--- src/udp_axi_pkg.sv ---
package udp_axi_pkg;

    localparam logic [7:0] OP_WRITE       = 8'd1;
    localparam logic [7:0] OP_READ        = 8'd2;

    localparam logic [7:0] STATUS_OK      = 8'd0;
    localparam logic [7:0] STATUS_AXI_ERR = 8'd1;
    localparam logic [7:0] STATUS_BAD_OP  = 8'd2;
    localparam logic [7:0] STATUS_BAD_LEN = 8'd3;

    localparam logic [1:0] BURST_INCR     = 2'b01;
    localparam logic [1:0] RESP_OKAY      = 2'b00;

    typedef struct packed {
        logic [7:0]  opcode;
        logic [7:0]  tag;
        logic [7:0]  len;     // beats minus one
        logic [31:0] addr;
        logic [7:0]  status;  // early status from the parser
    } cmd_t;

    typedef struct packed {
        logic [31:0] data;
        logic [3:0]  strb;
        logic        last;
    } wbeat_t;

    typedef struct packed {
        logic [31:0] data;
        logic        err;
    } rbeat_t;

    typedef struct packed {
        logic [1:0]  id;
        logic [31:0] addr;
        logic [7:0]  len;
        logic [1:0]  burst;
    } axi_aw_t;

    typedef struct packed {
        logic [1:0]  id;
        logic [31:0] addr;
        logic [7:0]  len;
        logic [1:0]  burst;
    } axi_ar_t;

    typedef struct packed {
        logic [31:0] data;
        logic [3:0]  strb;
        logic        last;
    } axi_w_t;

    typedef struct packed {
        logic [1:0] id;
        logic [1:0] resp;
    } axi_b_t;

    typedef struct packed {
        logic [1:0]  id;
        logic [31:0] data;
        logic [1:0]  resp;
        logic        last;
    } axi_r_t;

    typedef struct packed {
        logic [7:0] opcode;
        logic [7:0] tag;
        logic [7:0] status;
        logic [7:0] len;
    } reply_t;

endpackage

--- src/word_fifo.sv ---
`timescale 1ns/1ps
module word_fifo #(
    parameter type payload_t = logic [31:0],
    parameter int  DEPTH     = 16
) (
    input  logic     gmii_rx_clk,
    input  logic     rst_n,
    input  logic     clear,
    input  logic     push,
    input  payload_t push_data,
    input  logic     pop,
    output payload_t pop_data,
    output logic     empty,
    output logic     full
);
    localparam int AW = (DEPTH > 1) ? $clog2(DEPTH) : 1;

    payload_t      mem [DEPTH];
    logic [AW-1:0] wr_ptr;
    logic [AW-1:0] rd_ptr;
    logic [AW:0]   count;

    assign pop_data = mem[rd_ptr];  // show-ahead head
    assign empty    = (count == '0);
    assign full     = (count == (AW+1)'(DEPTH));

    always_ff @(posedge gmii_rx_clk) begin
        if (!rst_n || clear) begin
            wr_ptr <= '0;
            rd_ptr <= '0;
            count  <= '0;
        end else begin
            if (push) begin
                wr_ptr <= (wr_ptr == AW'(DEPTH - 1)) ? '0 : wr_ptr + 1'b1;
            end
            if (pop) begin
                rd_ptr <= (rd_ptr == AW'(DEPTH - 1)) ? '0 : rd_ptr + 1'b1;
            end
            if (push && !pop) begin
                count <= count + 1'b1;
            end else if (pop && !push) begin
                count <= count - 1'b1;
            end
        end
    end

    always_ff @(posedge gmii_rx_clk) begin
        if (push) begin
            mem[wr_ptr] <= push_data;
        end
    end

    // producer and consumer sit in other modules
    assert property (@(posedge gmii_rx_clk) disable iff (!rst_n || clear)
        !(push && full) && !(pop && empty))
        else $error("word_fifo push on full or pop on empty");

endmodule

--- src/udp_cmd_parser.sv ---
`timescale 1ns/1ps
module udp_cmd_parser #(
    parameter int MAX_BEATS = 16
) (
    input  logic                gmii_rx_clk,
    input  logic                rst_n,
    input  logic                rec_en,
    input  logic [31:0]         rec_data,
    input  logic                rec_pkt_done,
    input  logic                reply_done,
    output logic                cmd_valid,
    output udp_axi_pkg::cmd_t   cmd,
    output logic                wfifo_push,
    output udp_axi_pkg::wbeat_t wfifo_beat,
    output logic                wfifo_clear
);
    udp_axi_pkg::cmd_t cur;
    logic              busy;
    logic              skip;      // packet arrived while busy
    logic              take;
    logic              is_write;
    logic              len_ok;
    logic [15:0]       wcnt;
    logic [15:0]       beat_num;
    logic [15:0]       exp_cnt;
    logic [7:0]        status;

    assign take     = rec_en && !busy && !skip;
    assign is_write = (cur.opcode == udp_axi_pkg::OP_WRITE);
    assign beat_num = wcnt - 16'd2;
    assign len_ok   = ({8'd0, cur.len} < 16'(MAX_BEATS));
    assign exp_cnt  = is_write ? {8'd0, cur.len} + 16'd3 : 16'd2;

    assign wfifo_push = take && is_write && len_ok && (wcnt >= 16'd2) &&
                        (beat_num <= {8'd0, cur.len});
    assign wfifo_beat = udp_axi_pkg::wbeat_t'{
        data: rec_data,
        strb: 4'hf,
        last: (beat_num == {8'd0, cur.len})
    };

    always_comb begin
        if (wcnt < 16'd2) begin
            status = udp_axi_pkg::STATUS_BAD_LEN;  // header or address missing
        end else if (!is_write && cur.opcode != udp_axi_pkg::OP_READ) begin
            status = udp_axi_pkg::STATUS_BAD_OP;
        end else if (!len_ok || wcnt != exp_cnt) begin
            status = udp_axi_pkg::STATUS_BAD_LEN;
        end else begin
            status = udp_axi_pkg::STATUS_OK;
        end
    end

    always_ff @(posedge gmii_rx_clk) begin
        if (!rst_n) begin
            busy        <= 1'b0;
            skip        <= 1'b0;
            wcnt        <= 16'd0;
            cmd_valid   <= 1'b0;
            wfifo_clear <= 1'b0;
        end else begin
            cmd_valid   <= 1'b0;
            wfifo_clear <= 1'b0;
            if (take) begin
                wcnt <= wcnt + 16'd1;
            end
            if (rec_en && busy) begin
                skip <= 1'b1;
            end
            if (rec_pkt_done) begin
                wcnt <= 16'd0;
                skip <= 1'b0;
                if (!busy && !skip) begin
                    busy        <= 1'b1;
                    cmd_valid   <= 1'b1;
                    wfifo_clear <= (status != udp_axi_pkg::STATUS_OK);  // drop partial beats
                end
            end
            if (reply_done) begin
                busy <= 1'b0;
            end
        end
    end

    always_ff @(posedge gmii_rx_clk) begin
        if (take && wcnt == 16'd0) begin
            cur.opcode <= rec_data[31:24];
            cur.tag    <= rec_data[23:16];
            cur.len    <= rec_data[7:0];
        end
        if (take && wcnt == 16'd1) begin
            cur.addr <= rec_data;
        end
        if (rec_pkt_done) begin
            cmd <= udp_axi_pkg::cmd_t'{
                opcode: cur.opcode,
                tag:    cur.tag,
                len:    cur.len,
                addr:   cur.addr,
                status: status
            };
        end
    end

endmodule

--- src/axi_burst_master.sv ---
`timescale 1ns/1ps
module axi_burst_master #(
    parameter logic [1:0] AXI_ID = 2'd0
) (
    input  logic                 gmii_rx_clk,
    input  logic                 rst_n,
    input  logic                 cmd_valid,
    input  udp_axi_pkg::cmd_t    cmd,
    output logic                 wfifo_pop,
    input  udp_axi_pkg::wbeat_t  wfifo_beat,
    output logic                 rfifo_push,
    output udp_axi_pkg::rbeat_t  rfifo_beat,
    output logic                 axi_done,
    output logic                 axi_err,
    output udp_axi_pkg::axi_aw_t aw,
    output logic                 aw_valid,
    input  logic                 aw_ready,
    output udp_axi_pkg::axi_w_t  w,
    output logic                 w_valid,
    input  logic                 w_ready,
    input  udp_axi_pkg::axi_b_t  b,
    input  logic                 b_valid,
    output logic                 b_ready,
    output udp_axi_pkg::axi_ar_t ar,
    output logic                 ar_valid,
    input  logic                 ar_ready,
    input  udp_axi_pkg::axi_r_t  r,
    input  logic                 r_valid,
    output logic                 r_ready
);
    typedef enum logic [2:0] {
        S_IDLE,
        S_AW,
        S_W,
        S_B,
        S_AR,
        S_R
    } state_t;

    state_t state;
    logic   err_acc;  // sticky over read beats
    logic   b_bad;
    logic   r_bad;

    assign b_bad = (b.resp != udp_axi_pkg::RESP_OKAY) || (b.id != AXI_ID);
    assign r_bad = (r.resp != udp_axi_pkg::RESP_OKAY) || (r.id != AXI_ID);

    assign aw_valid = (state == S_AW);
    assign ar_valid = (state == S_AR);
    assign w_valid  = (state == S_W);   // FIFO already holds every beat
    assign b_ready  = (state == S_B);
    assign r_ready  = (state == S_R);

    assign w = udp_axi_pkg::axi_w_t'{
        data: wfifo_beat.data,
        strb: wfifo_beat.strb,
        last: wfifo_beat.last
    };
    assign wfifo_pop = w_valid && w_ready;

    assign rfifo_push = r_valid && r_ready;
    assign rfifo_beat = udp_axi_pkg::rbeat_t'{data: r.data, err: r_bad};

    always_ff @(posedge gmii_rx_clk) begin
        if (!rst_n) begin
            state    <= S_IDLE;
            err_acc  <= 1'b0;
            axi_done <= 1'b0;
            axi_err  <= 1'b0;
        end else begin
            axi_done <= 1'b0;
            case (state)
                S_IDLE: begin
                    if (cmd_valid && cmd.status == udp_axi_pkg::STATUS_OK) begin
                        err_acc <= 1'b0;
                        state   <= (cmd.opcode == udp_axi_pkg::OP_WRITE) ? S_AW : S_AR;
                    end
                end
                S_AW: begin
                    if (aw_ready) begin
                        state <= S_W;
                    end
                end
                S_W: begin
                    if (w_ready && wfifo_beat.last) begin
                        state <= S_B;
                    end
                end
                S_B: begin
                    if (b_valid) begin
                        axi_done <= 1'b1;
                        axi_err  <= err_acc | b_bad;
                        state    <= S_IDLE;
                    end
                end
                S_AR: begin
                    if (ar_ready) begin
                        state <= S_R;
                    end
                end
                S_R: begin
                    if (r_valid) begin
                        err_acc <= err_acc | r_bad;
                        if (r.last) begin
                            axi_done <= 1'b1;
                            axi_err  <= err_acc | r_bad;
                            state    <= S_IDLE;
                        end
                    end
                end
                default: state <= S_IDLE;
            endcase
        end
    end

    always_ff @(posedge gmii_rx_clk) begin
        if (state == S_IDLE && cmd_valid) begin
            aw <= udp_axi_pkg::axi_aw_t'{
                id: AXI_ID, addr: cmd.addr, len: cmd.len, burst: udp_axi_pkg::BURST_INCR
            };
            ar <= udp_axi_pkg::axi_ar_t'{
                id: AXI_ID, addr: cmd.addr, len: cmd.len, burst: udp_axi_pkg::BURST_INCR
            };
        end
    end

    assert property (@(posedge gmii_rx_clk) disable iff (!rst_n)
        aw_valid && !aw_ready |=> aw_valid && $stable(aw))
        else $error("AW dropped or changed under back-pressure");

    // W payload comes from the FIFO head
    assert property (@(posedge gmii_rx_clk) disable iff (!rst_n)
        w_valid && !w_ready |=> w_valid && $stable(w))
        else $error("W dropped or changed under back-pressure");

endmodule

--- src/udp_reply_gen.sv ---
`timescale 1ns/1ps
module udp_reply_gen (
    input  logic                gmii_rx_clk,
    input  logic                rst_n,
    input  logic                cmd_valid,
    input  udp_axi_pkg::cmd_t   cmd,
    input  logic                axi_done,
    input  logic                axi_err,
    output logic                rfifo_pop,
    input  udp_axi_pkg::rbeat_t rfifo_beat,
    input  logic                rfifo_empty,
    output logic                tx_start_en,
    output logic [15:0]         tx_byte_num,
    output logic [31:0]         tx_data,
    input  logic                tx_req,
    input  logic                tx_done,
    output logic                reply_done
);
    typedef enum logic [1:0] {
        S_IDLE,
        S_WAIT,
        S_SEND
    } state_t;

    state_t              state;
    udp_axi_pkg::cmd_t   hold;
    udp_axi_pkg::reply_t hdr;
    logic [7:0]          status;
    logic                hdr_sent;
    logic                with_data;  // good read, beats follow
    logic                good_read;

    assign good_read = !axi_err && (hold.opcode == udp_axi_pkg::OP_READ);

    assign hdr = udp_axi_pkg::reply_t'{
        opcode: hold.opcode,
        tag:    hold.tag,
        status: status,
        len:    hold.len
    };
    assign tx_data = hdr_sent ? rfifo_beat.data : hdr;

    // header-only replies drain any beats left from a failed read
    assign rfifo_pop = !rfifo_empty && (state == S_SEND) &&
                       (with_data ? (tx_req && hdr_sent) : 1'b1);

    always_ff @(posedge gmii_rx_clk) begin
        if (!rst_n) begin
            state       <= S_IDLE;
            tx_start_en <= 1'b0;
            reply_done  <= 1'b0;
            hdr_sent    <= 1'b0;
        end else begin
            tx_start_en <= 1'b0;
            reply_done  <= 1'b0;
            case (state)
                S_IDLE: begin
                    if (cmd_valid) begin
                        hdr_sent <= 1'b0;
                        if (cmd.status != udp_axi_pkg::STATUS_OK) begin
                            tx_start_en <= 1'b1;
                            state       <= S_SEND;
                        end else begin
                            state <= S_WAIT;
                        end
                    end
                end
                S_WAIT: begin
                    if (axi_done) begin
                        tx_start_en <= 1'b1;
                        state       <= S_SEND;
                    end
                end
                S_SEND: begin
                    if (tx_req) begin
                        hdr_sent <= 1'b1;
                    end
                    if (tx_done) begin
                        reply_done <= 1'b1;
                        state      <= S_IDLE;
                    end
                end
                default: state <= S_IDLE;
            endcase
        end
    end

    always_ff @(posedge gmii_rx_clk) begin
        if (state == S_IDLE && cmd_valid) begin
            hold        <= cmd;
            status      <= cmd.status;
            with_data   <= 1'b0;
            tx_byte_num <= 16'd4;
        end
        if (state == S_WAIT && axi_done) begin
            status      <= axi_err ? udp_axi_pkg::STATUS_AXI_ERR : udp_axi_pkg::STATUS_OK;
            with_data   <= good_read;
            tx_byte_num <= good_read ? ({8'd0, hold.len} + 16'd2) << 2 : 16'd4;
        end
    end

    // master flags a bad beat in axi_err too, so an ok reply never carries one
    assert property (@(posedge gmii_rx_clk) disable iff (!rst_n)
        rfifo_pop && with_data |-> !rfifo_beat.err)
        else $error("errored read beat sent in an ok reply");

endmodule

--- src/udp_axi_cmd.sv ---
`timescale 1ns/1ps
module udp_axi_cmd #(
    parameter int         MAX_BEATS = 16,
    parameter logic [1:0] AXI_ID    = 2'd0
) (
    input  logic                 gmii_rx_clk,
    input  logic                 rst_n,
    input  logic                 rec_en,
    input  logic [31:0]          rec_data,
    input  logic                 rec_pkt_done,
    output logic                 tx_start_en,
    output logic [15:0]          tx_byte_num,
    output logic [31:0]          tx_data,
    input  logic                 tx_req,
    input  logic                 tx_done,
    output udp_axi_pkg::axi_aw_t aw,
    output logic                 aw_valid,
    input  logic                 aw_ready,
    output udp_axi_pkg::axi_w_t  w,
    output logic                 w_valid,
    input  logic                 w_ready,
    input  udp_axi_pkg::axi_b_t  b,
    input  logic                 b_valid,
    output logic                 b_ready,
    output udp_axi_pkg::axi_ar_t ar,
    output logic                 ar_valid,
    input  logic                 ar_ready,
    input  udp_axi_pkg::axi_r_t  r,
    input  logic                 r_valid,
    output logic                 r_ready
);
    logic                cmd_valid;
    udp_axi_pkg::cmd_t   cmd;
    logic                wfifo_push;
    logic                wfifo_pop;
    logic                wfifo_clear;
    udp_axi_pkg::wbeat_t wfifo_in;
    udp_axi_pkg::wbeat_t wfifo_head;
    logic                rfifo_push;
    logic                rfifo_pop;
    logic                rfifo_empty;
    udp_axi_pkg::rbeat_t rfifo_in;
    udp_axi_pkg::rbeat_t rfifo_head;
    logic                axi_done;
    logic                axi_err;
    logic                reply_done;

    udp_cmd_parser #(
        .MAX_BEATS (MAX_BEATS)
    ) u_parser (
        .gmii_rx_clk  (gmii_rx_clk),
        .rst_n        (rst_n),
        .rec_en       (rec_en),
        .rec_data     (rec_data),
        .rec_pkt_done (rec_pkt_done),
        .reply_done   (reply_done),
        .cmd_valid    (cmd_valid),
        .cmd          (cmd),
        .wfifo_push   (wfifo_push),
        .wfifo_beat   (wfifo_in),
        .wfifo_clear  (wfifo_clear)
    );

    word_fifo #(
        .payload_t (udp_axi_pkg::wbeat_t),
        .DEPTH     (MAX_BEATS)
    ) u_wfifo (
        .gmii_rx_clk (gmii_rx_clk),
        .rst_n       (rst_n),
        .clear       (wfifo_clear),
        .push        (wfifo_push),
        .push_data   (wfifo_in),
        .pop         (wfifo_pop),
        .pop_data    (wfifo_head),
        .empty       (),
        .full        ()
    );

    axi_burst_master #(
        .AXI_ID (AXI_ID)
    ) u_master (
        .gmii_rx_clk (gmii_rx_clk),
        .rst_n       (rst_n),
        .cmd_valid   (cmd_valid),
        .cmd         (cmd),
        .wfifo_pop   (wfifo_pop),
        .wfifo_beat  (wfifo_head),
        .rfifo_push  (rfifo_push),
        .rfifo_beat  (rfifo_in),
        .axi_done    (axi_done),
        .axi_err     (axi_err),
        .aw          (aw),
        .aw_valid    (aw_valid),
        .aw_ready    (aw_ready),
        .w           (w),
        .w_valid     (w_valid),
        .w_ready     (w_ready),
        .b           (b),
        .b_valid     (b_valid),
        .b_ready     (b_ready),
        .ar          (ar),
        .ar_valid    (ar_valid),
        .ar_ready    (ar_ready),
        .r           (r),
        .r_valid     (r_valid),
        .r_ready     (r_ready)
    );

    word_fifo #(
        .payload_t (udp_axi_pkg::rbeat_t),
        .DEPTH     (MAX_BEATS)
    ) u_rfifo (
        .gmii_rx_clk (gmii_rx_clk),
        .rst_n       (rst_n),
        .clear       (1'b0),       // reply builder drains it
        .push        (rfifo_push),
        .push_data   (rfifo_in),
        .pop         (rfifo_pop),
        .pop_data    (rfifo_head),
        .empty       (rfifo_empty),
        .full        ()
    );

    udp_reply_gen u_reply (
        .gmii_rx_clk (gmii_rx_clk),
        .rst_n       (rst_n),
        .cmd_valid   (cmd_valid),
        .cmd         (cmd),
        .axi_done    (axi_done),
        .axi_err     (axi_err),
        .rfifo_pop   (rfifo_pop),
        .rfifo_beat  (rfifo_head),
        .rfifo_empty (rfifo_empty),
        .tx_start_en (tx_start_en),
        .tx_byte_num (tx_byte_num),
        .tx_data     (tx_data),
        .tx_req      (tx_req),
        .tx_done     (tx_done),
        .reply_done  (reply_done)
    );

endmodule

--- config.mk ---
export PLATFORM = sky130hd
export DESIGN_NAME = udp_axi_cmd
export DESIGN_NICKNAME = d
export VERILOG_FILES = /design/src/udp_axi_pkg.sv /design/src/word_fifo.sv /design/src/udp_cmd_parser.sv /design/src/axi_burst_master.sv /design/src/udp_reply_gen.sv /design/src/udp_axi_cmd.sv
export SDC_FILE = /design/constraint.sdc
export NUM_CORES = 1
export LEC_CHECK = 0
export BUFFER_PORTS_ARGS = -buffer_cell sky130_fd_sc_hd__buf_4
export CAP_MARGIN = 25
export CORE_MARGIN = 5
export CORE_UTILIZATION = 61
export DETAILED_ROUTE_END_ITERATION = 8
export GPL_TIMING_DRIVEN = 1
export PLACE_DENSITY = 0.79
export RECOVER_POWER = 100
export SLEW_MARGIN = 10
export SYNTH_ARGS = -nofsm -noshare
export SYNTH_HDL_FRONTEND = slang
export SYNTH_SLANG_ARGS = --single-unit
--- constraint.sdc ---
create_clock -name gmii_rx_clk -period 6.8 [get_ports gmii_rx_clk]
set_input_delay 1.36 -clock gmii_rx_clk [delete_from_list [all_inputs] [get_ports gmii_rx_clk]]
set_output_delay 1.36 -clock gmii_rx_clk [all_outputs]
set_load 0.1 [all_outputs]
==> summary.txt <==
Cells and area
  • Area taken by multi-input logic gates: 10600 µm²
  • Nets: approximately 2700
  • Reg area: 38200 µm²
  • Fillers: about 4700
  • Share of cells above drive strength 1: 22.7%
  • Area growth, synth to finish: 12.2%

Setup path
  • Setup crit end kind: output pin
  • Critical path arrival: 4.63 ns
  • Buf/Inv on CP: 2
  • Setup CP Type: flop to output pin
  • Worst Path Required: 5.44 ns
  • Cell mode on critical path: mux4_2
  • Crit start category: flop
  • Cell Chain, Critical Path: buf_4, mux4_2, mux4_2, mux2_2, clkbuf_1
  • Crit Path Max Fanout: 66
  • Crit path max-delay family: flip-flops
  • Worst r2r src: u_parser.wcnt[1]
  • Slowest cell on crit path: dfxtp_2
  • CP peak stage delay: 1.51 ns

Synth
  • Post-synth top area share: 74.5%
  • Synth cell count leaders: 1230 x edfxtp_1, 326 x mux4_2, 79 x nor2_1, 71 x clkbuf_1, 60 x dfxtp_1
  • Async SR Flop Fraction: 0%
  • Sequential element share of the synthesized area: 76.9%
  • Post-synth top area cell: edfxtp_1
  • Synth area leaders: edfxtp_1 74%, mux4_2 15%, dfxtp_1 2.4%
  • Ys Warns: 0
  • Mapped Avg Cell Area: 21.7 µm²
  • Mapped Cells: 2287
  • Most common cell in the synthesized netlist: edfxtp_1
  • Mapped Area: around 50000 µm²
  • EDFF count, synth: 1230
  • Most used flip-flop cell after synthesis: edfxtp_1
  • Synthesis-stage register bit count: 1290
  • Yosys cell types: 65

Timing
  • Hold Vio Cnt, Final: 0
  • Clk_skew: 0.0553 ns
  • Unrepaired setup endpoints after global routing: no
  • Crit path time final: 5.99 ns
  • Final-report max-slew violation count: 854
  • Max-slew headroom: -191%
  • Final TNS setup: 0 ns
  • Period utilization: 88.1%
  • # setup viols final: 0
  • Worst slew pin tran: around 4.4 ns
  • Max Clk Rate: 0.167 GHz

CTS
  • CTS Hold Buffers Added: 0
  • H-tree levels: 3
  • Clk sinks: 1290
  • # resized after CTS: 0
  • Root Buffer: clkbuf_16
  • Postcts setup bufs: 0
  • Num CTS Buffers: 120
  • CTS tree: built
  • Clk Latency, worst-skew pair: 0.71 ns
  • Clock Path Buffers: 3
  • Reg clk slew, reported paths: about 0.06 ns

Global routing
  • Pin count of the biggest net entering global routing: 75
  • GRT Overall Usage: 28.2%
  • Wire length of the first global-routing pass: 177000 µm
  • Vias in the first global route: roughly 26000
  • Total congestion overflow: 0
  • Initial antenna violation count: 8

Floorplanning
  • I/O pin cnt: between 200 and 300
  • Core area: 80500 µm²
  • Die ar.: 87100 µm²
  • Initial core utilization: approximately three fifths
  • DIE WIDTH: 295 µm
  • Die H: 295 µm
  • Placement row count: 104

Pwr
  • Clk pwr share: 40.5%
  • Combinational share of power: 5.9%
  • Internal Power: 0.0126 W
  • Tot Pwr: ~0.017 W
  • Leak: ~17 nW
  • Peak supply drop: 0.000249 V
  • NetSw: 0.00389 W
  • Total power density per cell area: 297 nW/µm²
  • Switching Share: 23.5%
  • Seq pwr share: 53.6%

Drt
  • Total Wirelength: 126000 µm
  • Initial DRC Count: 3579
  • DR DRC count: 0
  • Post-route ant nets: 0
  • Detailed-route via count: 25300
  • Vias per cell: 6.81
  • DR WL/cell: approximately 34 µm
  • Pre-Repair DR Iteration Count: 5

Placed design
  • Hpwl dp: 62100 µm
  • Routability cong.: 0.864
  • PortBufs: ~240

Job
  • Max-cap violations: 25

Min path
  • Hold Crit Start: u_parser.cmd[30]
  • Min-delay worst type: flop to flop

Status
  • Failing checks: max-capacitance violations, max-slew violations
  • Status: finished with violations
-- kinds of logic after synthesis --
logic type	after synthesis	share of synthesized area, %
AO/OA/AOI/OAI	96	1.20
XOR/XNOR	38	0.699
adder cells (fa/ha/maj)	31	0.797
buffers and inverters	191	1.92
flip-flops	1290	76.9
multiplexers	358	15.5
other	2	0.0151
AND/OR/NAND/NOR	281	2.96
-- through the flow --
step / hold WS, ns / instance area [µm²] / util [%] / instances / setup slack, ns
6_report: 0.388 / 55600 / 69.1 / 3713 / 0.812
2_1_floorplan: 0.373 / 49700 / - / 2304 / 1.44
4_1_cts: 0.390 / 56400 / 70.0 / 3694 / 1.60
3_3_place_gp: 0.387 / 52400 / 65.1 / 3476 / 2.22
3_5_place_dp: 0.387 / 52500 / 65.2 / 3481 / 2.09
5_1_grt: 0.397 / 55600 / 69.1 / 3709 / 0.730
-- flip-flops by register name, indices dropped and copies added (netlist names), 4 cells and up, named ones only --
name and cells:
u_master.aw 40, u_parser.cmd 58, u_parser.cur 56, u_parser.wcnt 16
u_reply.hdr 24, u_reply.tx_byte_num 9, u_rfifo.count 5, u_rfifo.mem 512
u_rfifo.rd_ptr 4, u_rfifo.wr_ptr 4, u_wfifo.mem 528, u_wfifo.rd_ptr 4
u_wfifo.wr_ptr 4
-- cell type report --
type / instances / area share [%]
Sequential cell: 1290 / 68.6
Multi-Input combinational cell: 823 / 19.1
Clock buffer: 151 / 5.61
Timing Repair Buffer: 292 / 2.78
Tap cell: 1060 / 2.38
Clock inverter: 62 / 1.31
Inverter: 28 / 0.189
Antenna cell: 7 / 0.0315
-- cell usage in the layout (no fill, tap or decap), types with 10 or more instances in the layout --
cell	count
mux2_2	26
buf_12	13
inv_1	28
clkbuf_1	265
nor3_1	23
and3_1	18
nor2_1	68
xor2_1	20
edfxtp_1	1230
clkbuf_16	120
conb_1	19
bufinv_16	11
a21oi_1	36
and2_1	11
clkinv_1	18
xnor2_1	17
o21ai_0	20
nor2_4	11
nand3_1	21
nand2_1	49
ha_1	30
clkinv_2	18
nand2b_1	10
dfxtp_1	53
mux4_2	326
or3_1	10
buf_4	38
-- worst reg2reg max path, cell delays in order, from the launching register on --
cell      delay (ns)
dfxtp_1         0.40
inv_1           0.19
ha_1            0.26
or4b_1          0.57
nor2_1          0.15
xor2_1          0.08
ha_1            0.33
nand4_1         0.11
nand2b_1        0.18
a21oi_1         0.16
nor3b_1         0.44
and2_0          0.66
and3_1          1.73
-- path summary, 6_finish.rpt --
check,to,slack (ns),depth (start not counted)
max,tx_data[30],0.81,5
min,u_master.aw[32],0.39,0
max reg2reg,u_wfifo.mem[2][22],1.08,12
min reg2reg,u_master.aw[32],0.39,0
-- metal layers --
metal / track usage, % / vias up / share of wire (%)
li1: - / 9923 / -
met2: 46.9 / 1995 / 51
met5: 0 / - / 0.010
met3: 5.42 / 287 / 11
met1: 39.0 / 13100 / 35
met4: 9.06 / 2 / 3.5
-- power groups by stage --
stage                     combinational, W  clock [W]  sequential, W
after floorplan                   0.000621          0        0.00914
after global placement             0.00100          0        0.00901
after detailed placement           0.00103          0        0.00902
after CTS                          0.00104    0.00671        0.00885
after global routing               0.00101    0.00712        0.00886
final                             0.000976    0.00668        0.00886
Power figures use the tool's default switching activity.
